File: config.mk
export PLATFORM = sky130hd
export DESIGN_NAME = mmu_top
export DESIGN_NICKNAME = d
export VERILOG_FILES = /design/src/rtl/mmu_pkg.sv /design/src/rtl/mmu_top.sv /design/src/rtl/page_walker.sv /design/src/rtl/pte_perm_check.sv /design/src/rtl/tlb.sv
export SDC_FILE = /design/constraint.sdc
export NUM_CORES = 1
export LEC_CHECK = 0
export ABC_AREA = 0
export BUFFER_PORTS_ARGS = -buffer_cell sky130_fd_sc_hd__clkbuf_2
export CORE_MARGIN = 2
export CORE_UTILIZATION = 52
export CTS_BUF_LIST = sky130_fd_sc_hd__clkbuf_16
export DETAILED_ROUTE_END_ITERATION = 16
export GPL_TIMING_DRIVEN = 0
export HOLD_SLACK_MARGIN = 0.15
export MAX_ROUTING_LAYER = met4
export PLACE_DENSITY_LB_ADDON = 0.2
export SETUP_SLACK_MARGIN = 0.02
export SYNTH_ARGS = -nofsm -noshare
export SYNTH_HDL_FRONTEND = slang
export SYNTH_SLANG_ARGS = --single-unit
File: constraint.sdc
create_clock -name clk -period 4.35 [get_ports clk]
set_input_delay 0.435 -clock clk [delete_from_list [all_inputs] [get_ports clk]]
set_output_delay 0.435 -clock clk [all_outputs]
set_load 0.01 [all_outputs]
File: src/rtl/mmu_pkg.sv
package mmu_pkg;

    localparam int va_w          = 32;
    localparam int pa_w          = 34;
    localparam int ppn_w         = 22;
    localparam int vpn_w         = 20;
    localparam int page_off_w    = 12;
    localparam int tlb_entries   = 4;
    localparam int pte_size_log2 = 2;

    // one sv32 level indexes 10 vpn bits
    localparam int vpn_lvl_w     = vpn_w / 2;
    localparam int tlb_idx_w     = $clog2(tlb_entries);

    typedef logic [va_w-1:0]  vaddr_t;
    typedef logic [pa_w-1:0]  paddr_t;
    typedef logic [ppn_w-1:0] ppn_t;
    typedef logic [vpn_w-1:0] vpn_t;
    typedef logic [31:0]      wb_data_t;

    typedef enum logic [1:0] {
        acc_read,
        acc_write,
        acc_exec
    } access_t;

    typedef enum logic [1:0] {
        prv_u = 2'd0,
        prv_s = 2'd1,
        prv_m = 2'd3
    } prv_t;

    typedef enum logic [1:0] {
        flt_none,
        flt_page,
        flt_bus
    } fault_t;

    typedef enum logic [2:0] {
        st_idle,
        st_lookup,
        st_fetch,
        st_eval,
        st_done
    } walk_state_t;

    // sv32 pte, msb first
    typedef struct packed {
        ppn_t       ppn;
        logic [1:0] rsw;
        logic       d;
        logic       a;
        logic       g;
        logic       u;
        logic       x;
        logic       w;
        logic       r;
        logic       v;
    } pte_t;

    typedef struct packed {
        vaddr_t  va;
        access_t acc;
        prv_t    prv;
        logic    sum;
    } mmu_req_t;

    typedef struct packed {
        logic mode;
        ppn_t ppn;
    } satp_t;

    typedef struct packed {
        vpn_t vpn;
        logic mega;
        pte_t pte;
        logic valid;
    } tlb_entry_t;

    typedef struct packed {
        logic   cyc;
        logic   stb;
        logic   we;
        paddr_t adr;
    } wb_req_t;

endpackage

File: src/rtl/mmu_top.sv
`timescale 1ns/1ps

module mmu_top (
    input  logic              clk,
    input  logic              rstn,
    input  logic              req_valid,
    input  mmu_pkg::mmu_req_t req,
    input  mmu_pkg::satp_t    satp,
    input  logic              flush,
    input  mmu_pkg::wb_data_t wb_dat_i,
    input  logic              wb_ack,
    input  logic              wb_err,
    output logic              busy,
    output logic              pa_valid,
    output mmu_pkg::paddr_t   pa,
    output mmu_pkg::fault_t   fault,
    output mmu_pkg::wb_req_t  wb
);
    import mmu_pkg::*;

    vpn_t       lookup_vpn;
    logic       tlb_hit;
    tlb_entry_t tlb_hit_entry;
    logic       fill;
    tlb_entry_t fill_entry;
    pte_t       chk_pte;
    logic       chk_mega;
    mmu_req_t   chk_req;
    logic       page_fault;

    page_walker i_page_walker (
        .clk           (clk),
        .rstn          (rstn),
        .req_valid     (req_valid),
        .req           (req),
        .satp          (satp),
        .wb_dat_i      (wb_dat_i),
        .wb_ack        (wb_ack),
        .wb_err        (wb_err),
        .tlb_hit       (tlb_hit),
        .tlb_hit_entry (tlb_hit_entry),
        .page_fault    (page_fault),
        .busy          (busy),
        .pa_valid      (pa_valid),
        .pa            (pa),
        .fault         (fault),
        .wb            (wb),
        .lookup_vpn    (lookup_vpn),
        .fill          (fill),
        .fill_entry    (fill_entry),
        .chk_pte       (chk_pte),
        .chk_mega      (chk_mega),
        .chk_req       (chk_req)
    );

    tlb i_tlb (
        .clk        (clk),
        .rstn       (rstn),
        .lookup_vpn (lookup_vpn),
        .fill       (fill),
        .fill_entry (fill_entry),
        .flush      (flush),
        .hit        (tlb_hit),
        .hit_entry  (tlb_hit_entry)
    );

    pte_perm_check i_pte_perm_check (
        .pte        (chk_pte),
        .mega       (chk_mega),
        .req        (chk_req),
        .page_fault (page_fault)
    );

endmodule

File: src/rtl/page_walker.sv
`timescale 1ns/1ps

module page_walker (
    input  logic                clk,
    input  logic                rstn,
    input  logic                req_valid,
    input  mmu_pkg::mmu_req_t   req,
    input  mmu_pkg::satp_t      satp,
    input  mmu_pkg::wb_data_t   wb_dat_i,
    input  logic                wb_ack,
    input  logic                wb_err,
    input  logic                tlb_hit,
    input  mmu_pkg::tlb_entry_t tlb_hit_entry,
    input  logic                page_fault,
    output logic                busy,
    output logic                pa_valid,
    output mmu_pkg::paddr_t     pa,
    output mmu_pkg::fault_t     fault,
    output mmu_pkg::wb_req_t    wb,
    output mmu_pkg::vpn_t       lookup_vpn,
    output logic                fill,
    output mmu_pkg::tlb_entry_t fill_entry,
    output mmu_pkg::pte_t       chk_pte,
    output logic                chk_mega,
    output mmu_pkg::mmu_req_t   chk_req
);
    import mmu_pkg::*;

    walk_state_t          state_q;
    mmu_req_t             req_q;
    logic                 bypass_q;
    ppn_t                 root_ppn_q;
    ppn_t                 tbl_ppn_q;
    // 1 while on the root table, doubles as the megapage flag at a leaf
    logic                 level_q;
    logic                 from_tlb_q;
    pte_t                 pte_q;
    paddr_t               pa_q;
    fault_t               fault_q;
    logic [vpn_lvl_w-1:0] vpn_slice;
    logic                 is_ptr;
    paddr_t               leaf_pa;

    assign vpn_slice = level_q ? req_q.va[va_w-1 -: vpn_lvl_w]
                               : req_q.va[page_off_w +: vpn_lvl_w];

    // valid pointer to the next level
    assign is_ptr = pte_q.v & ~pte_q.r & ~pte_q.w & ~pte_q.x;

    // megapage keeps va bits 21:12
    assign leaf_pa = {pte_q.ppn[ppn_w-1:vpn_lvl_w],
                      level_q ? req_q.va[page_off_w +: vpn_lvl_w]
                              : pte_q.ppn[vpn_lvl_w-1:0],
                      req_q.va[page_off_w-1:0]};

    always_ff @(posedge clk or negedge rstn) begin
        if (!rstn) begin
            state_q <= st_idle;
        end else begin
            case (state_q)
                st_idle: begin
                    if (req_valid) begin
                        state_q <= st_lookup;
                    end
                end
                st_lookup: begin
                    if (bypass_q) begin
                        state_q <= st_done;
                    end else if (tlb_hit) begin
                        state_q <= st_eval;
                    end else begin
                        state_q <= st_fetch;
                    end
                end
                st_fetch: begin
                    if (wb_err) begin
                        state_q <= st_done;
                    end else if (wb_ack) begin
                        state_q <= st_eval;
                    end
                end
                st_eval: begin
                    if (is_ptr && level_q) begin
                        state_q <= st_fetch;
                    end else begin
                        state_q <= st_done;
                    end
                end
                default: begin
                    state_q <= st_idle;
                end
            endcase
        end
    end

    always_ff @(posedge clk) begin
        case (state_q)
            st_idle: begin
                if (req_valid) begin
                    req_q      <= req;
                    bypass_q   <= (satp.mode == 1'b0) || (req.prv == prv_m);
                    root_ppn_q <= satp.ppn;
                end
            end
            st_lookup: begin
                if (bypass_q) begin
                    pa_q    <= {{(pa_w - va_w){1'b0}}, req_q.va};
                    fault_q <= flt_none;
                end else if (tlb_hit) begin
                    pte_q      <= tlb_hit_entry.pte;
                    level_q    <= tlb_hit_entry.mega;
                    from_tlb_q <= 1'b1;
                end else begin
                    tbl_ppn_q  <= root_ppn_q;
                    level_q    <= 1'b1;
                    from_tlb_q <= 1'b0;
                end
            end
            st_fetch: begin
                if (wb_err) begin
                    fault_q <= flt_bus;
                end else if (wb_ack) begin
                    pte_q <= pte_t'(wb_dat_i);
                end
            end
            st_eval: begin
                if (is_ptr) begin
                    if (level_q) begin
                        tbl_ppn_q <= pte_q.ppn;
                        level_q   <= 1'b0;
                    end else begin
                        fault_q <= flt_page;
                    end
                end else if (page_fault) begin
                    fault_q <= flt_page;
                end else begin
                    fault_q <= flt_none;
                    pa_q    <= leaf_pa;
                end
            end
            default: begin
            end
        endcase
    end

    // wishbone classic read, one transfer at a time
    always_comb begin
        wb.cyc = (state_q == st_fetch);
        wb.stb = (state_q == st_fetch);
        wb.we  = 1'b0;
        wb.adr = {tbl_ppn_q, vpn_slice, {pte_size_log2{1'b0}}};
    end

    // clean leaf from a walk goes into the tlb
    assign fill = (state_q == st_eval) && !is_ptr && !page_fault && !from_tlb_q;

    always_comb begin
        fill_entry.vpn   = req_q.va[va_w-1:page_off_w];
        fill_entry.mega  = level_q;
        fill_entry.pte   = pte_q;
        fill_entry.valid = 1'b1;
    end

    assign lookup_vpn = req_q.va[va_w-1:page_off_w];
    assign chk_pte    = pte_q;
    assign chk_mega   = level_q;
    assign chk_req    = req_q;

    assign busy     = (state_q != st_idle);
    assign pa_valid = (state_q == st_done);
    assign pa       = pa_q;
    assign fault    = fault_q;

endmodule

File: src/rtl/pte_perm_check.sv
`timescale 1ns/1ps

module pte_perm_check (
    input  mmu_pkg::pte_t     pte,
    input  logic              mega,
    input  mmu_pkg::mmu_req_t req,
    output logic              page_fault
);
    import mmu_pkg::*;

    logic is_rd;
    logic is_wr;
    logic is_ex;
    logic bad_fmt;
    logic bad_align;
    logic bad_acc;
    logic bad_priv;
    logic bad_ad;

    assign is_rd = (req.acc == acc_read);
    assign is_wr = (req.acc == acc_write);
    assign is_ex = (req.acc == acc_exec);

    // invalid, or the reserved w-without-r encoding
    assign bad_fmt = !pte.v || (pte.w && !pte.r);

    // megapage must be 4 MiB aligned
    assign bad_align = mega && (|pte.ppn[vpn_lvl_w-1:0]);

    assign bad_acc = (is_rd && !pte.r)
                  || (is_wr && !pte.w)
                  || (is_ex && !pte.x);

    // supervisor never executes user pages, even with sum
    assign bad_priv = ((req.prv == prv_u) && !pte.u)
                   || ((req.prv == prv_s) && pte.u && (!req.sum || is_ex));

    // no hardware a/d update, so both must already be set
    assign bad_ad = !pte.a || (is_wr && !pte.d);

    assign page_fault = bad_fmt || bad_align || bad_acc || bad_priv || bad_ad;

endmodule

File: src/rtl/tlb.sv
`timescale 1ns/1ps

module tlb (
    input  logic                clk,
    input  logic                rstn,
    input  mmu_pkg::vpn_t       lookup_vpn,
    input  logic                fill,
    input  mmu_pkg::tlb_entry_t fill_entry,
    input  logic                flush,
    output logic                hit,
    output mmu_pkg::tlb_entry_t hit_entry
);
    import mmu_pkg::*;

    tlb_entry_t             ent_q [tlb_entries];
    logic [tlb_entries-1:0] valid_q;
    logic [tlb_entries-1:0] match;
    logic [tlb_idx_w-1:0]   rr_q;
    logic [tlb_idx_w-1:0]   hit_idx;

    // megapage entries ignore the low vpn level
    always_comb begin
        for (int i = 0; i < tlb_entries; i++) begin
            match[i] = valid_q[i]
                && (ent_q[i].vpn[vpn_w-1:vpn_lvl_w] == lookup_vpn[vpn_w-1:vpn_lvl_w])
                && (ent_q[i].mega
                    || (ent_q[i].vpn[vpn_lvl_w-1:0] == lookup_vpn[vpn_lvl_w-1:0]));
        end
    end

    // lowest index wins
    always_comb begin
        hit_idx = '0;
        for (int i = tlb_entries - 1; i >= 0; i--) begin
            if (match[i]) begin
                hit_idx = tlb_idx_w'(i);
            end
        end
    end

    assign hit       = |match;
    assign hit_entry = ent_q[hit_idx];

    always_ff @(posedge clk or negedge rstn) begin
        if (!rstn) begin
            valid_q <= '0;
            rr_q    <= '0;
        end else if (flush) begin
            valid_q <= '0;
        end else if (fill) begin
            valid_q[rr_q] <= fill_entry.valid;
            rr_q          <= rr_q + 1'b1;
        end
    end

    always_ff @(posedge clk) begin
        if (fill && !flush) begin
            ent_q[rr_q] <= fill_entry;
        end
    end

endmodule

==> results.json <==
{
  "status": "completed",
  "grt_pass1_wl_um": 46500,
  "p_sw_share_pct": 25.5,
  "maxCapViolations": 0,
  "ctsResizeCount": 0,
  "power_frac_clock_pct": 34.9,
  "drive_gt1_share_pct": 25.8,
  "path_delay_family": "simple AND/OR/NAND/NOR gates",
  "synthFlopType": "edfxtp_1",
  "avgSynthCellArea_sq_um": 16.7,
  "routed_via_density": 5.43,
  "ys_async_sr_fraction_pct": 2.51,
  "layout.nets": 1226,
  "max_freq_mhz": 252,
  "cts_buffers": 38,
  "tightest_slew_ns": 0.927,
  "internal-power_mw": 6.51,
  "synth_seq_cells": 358,
  "crit_required_ns": 4.55,
  "rsz0062_at_grt": "false",
  "critical_path.most_common_cell": "or4_1",
  "grt_max_degree": 30,
  "final-hold-violation-count": 0,
  "comb_power_share_pct": 15.1,
  "cts-root-buf": "clkbuf_16",
  "irDropWorstVdd_v": 0.000352,
  "path_clk_slew_ns": 0.06,
  "worstSetupPathType": "flip-flop to flip-flop",
  "hold_start": "flush",
  "worst-path-buf-inv": 2,
  "cts_tree": "done",
  "stdcell_count": 1493,
  "p_switching_mw": 2.22,
  "final_antenna_net_count": 0,
  "final_common_cell": "edfxtp_1",
  "area_growth_pct": 23.5,
  "finalWeightedCongestion": 0.872,
  "power_frac_seq_pct": 50.0,
  "post-dp-hpwl_um": 21200,
  "post-cts-setup-buffers": 0,
  "end_kind": "flip-flop",
  "ys_types": 52,
  "row_count": 60,
  "wirelength_um": 30900,
  "synth_edf_count": 349,
  "min_delay_worst_endpoint": "i_tlb.valid_q[3]",
  "cts_htree_levels": 2,
  "syn_area_sq_mm": 0.0141,
  "cp_data_arrival_time_ns": 4.18,
  "crit_chain": "or4_1 > o41ai_2 > o211ai_1 > or4_1 > buf_2 > nor2_4 > buf_12",
  "vias": 8111,
  "drtPass1Iterations": 5,
  "hold-path-cell-count": 2,
  "first_global_vias": 8152,
  "reg2regPathDepth": 7,
  "dieWidth_um": 169,
  "synth-seq-area-share_pct": 76.0,
  "r2r-end": "i_tlb.ent_q[1][16]",
  "postPlaceCellArea_sq_mm": 0.0156,
  "synthCells": 846,
  "fin_area_sq_mm": 0.0174,
  "period_share_pct": 91.3,
  "final_core_util_pct": 64.9,
  "dp_cells": 1364,
  "final_cell_mix": "349 x edfxtp_1, 166 x clkbuf_2, 88 x nand2_1",
  "antenna_found_initial": 0,
  "crit_path_max_fanout": 26,
  "critPathMaxStageDelay_ns": 0.73,
  "core_region_area_sq_mm": 0.0268,
  "clock_latency_ns": 0.52,
  "r2r_start": "i_page_walker.chk_pte[16]",
  "power.density_mw_per_mm2": 502,
  "io_buffer_count": 166,
  "route.detailed.drc": 0,
  "die_height_um": 169,
  "grt.overflow.total": 0,
  "skew_ns": 0.0116,
  "p_leak_nw": 6.66,
  "dieArea_sq_mm": 0.0284,
  "critPathLaunchType": "flip-flop",
  "initial_core_util_pct": 52.6,
  "drtIter0Drc": 660,
  "n_antenna_cell": 0,
  "num_io_pins": 173,
  "finalSetupViolations": 0,
  "cts.sinks": 358,
  "crit_slowest_cell": "nor2_4",
  "holdWs_ns": 0.197,
  "drv_slew": 0,
  "synth_area_leader_cell": "edfxtp_1",
  "wl_per_cell_um": 20.7,
  "min_period_ns": 3.97,
  "hold_path_class": "input pin to flip-flop",
  "synth_top_area_share_pct": 74.4,
  "grt_use_total_pct": 22.7,
  "synth_warnings": 0,
  "rrSetupSlack_ns": 0.38,
  "cts_buffer_depth": 3,
  "slew_headroom_pct": 38.1,
  "synth.area.top_cells": "edfxtp_1 74%, mux2i_1 4.2%, xnor2_1 2.9%"
}
-- synth_stat cells, drive strengths merged (3+ instances only) --
cell type	instances
nand4	13
mux2	22
and2	3
nor3b	4
a21oi	36
ha	4
nand3	8
xor2	34
or4	5
nor3	5
nand2	88
nor2	14
xnor2	47
inv	17
a41oi	3
o22ai	4
o211ai	3
buf	32
o2bb2ai	29
clkbuf	20
edfxtp	349
dfrtp	9
o21ai	4
or3	4
nor4	12
mux2i	59
-- cell families after synthesis --
family	synth area share, %
AO/OA/AOI/OAI	4.70
adder cells (fa/ha/maj)	0.355
multiplexers	5.98
flip-flops	76.0
XOR/XNOR	5.04
other	0.0266
AND/OR/NAND/NOR	5.49
buffers and inverters	2.43
-- sequential cells by signal, summed over array words and instances (netlist names) --
signal and cells:
i_page_walker.state_q 3, i_page_walker.chk_pte 29, i_tlb.ent_q 200, i_page_walker.pa 34, i_page_walker.tbl_ppn_q 22, i_page_walker.bypass_q 1, i_page_walker.fault 2, i_page_walker.chk_mega 1
i_tlb.rr_q 2, i_page_walker.from_tlb_q 1, i_tlb.valid_q 4, i_page_walker.chk_req 37, i_page_walker.root_ppn_q 22
-- worst max path at each step --
stage	startpoint	endpoint	depth (start not counted)
after global placement	i_page_walker.chk_pte[16]	i_tlb.ent_q[2][14]	6
after floorplan	i_page_walker.chk_pte[16]	i_tlb.ent_q[0][0]	6
final	i_page_walker.chk_pte[16]	i_tlb.ent_q[1][16]	7
after detailed placement	i_page_walker.chk_pte[16]	i_tlb.ent_q[1][16]	7
after CTS	i_page_walker.chk_pte[16]	i_tlb.ent_q[0][25]	7
after global routing	i_page_walker.chk_pte[16]	i_tlb.ent_q[1][13]	7
-- stage by stage --
step | worst slack (ns) | power (mW) | TNS [ns]
after floorplan | -0.163 | 5.16 | -32.50
after global placement | -2.41 | 5.66 | -540.00
after detailed placement | 0.405 | 5.72 | 0
after CTS | 0.380 | 8.79 | 0
after global routing | 0.298 | 9.06 | 0
final | 0.379 | 8.74 | 0
-- power by group through the flow --
stage          Clock, mW  Combinational [mW]  Sequential (mW)
2_1_floorplan          0               0.697             4.46
3_3_place_gp           0                1.19             4.46
3_5_place_dp           0                1.28             4.44
4_1_cts             3.09                1.33             4.37
5_1_grt             3.22                1.44             4.40
6_report            3.05                1.32             4.37
-- metal layers --
| metal | track usage, % | vias up | wire (um) |
|---|---|---|---|
| li1 | - | 3756 | - |
| met1 | 29.9 | 3988 | 13000 |
| met2 | 36.1 | 280 | 15000 |
| met3 | 3.06 | 87 | 1570 |
| met4 | 9.71 | 0 | 1330 |
| met5 | - | - | 0 |
-- layout make-up --
cell class	instances	area, sq um
repair buffers	236	1630
multi-input cells	421	3110
inverters	17	63.8
fillers	1879	9400
clock inverters	29	203
clock buffers	39	976
well taps	341	427
plain buffers	52	279
flip-flops and latches	358	10700
-- what timing repair did --
action / in CTS / in global routing
hold endpoints to repair: 69 / 0
hold buffers: 61 / 0
setup endpoints to repair: 0 / 0
(Power assumes the default switching activity.)
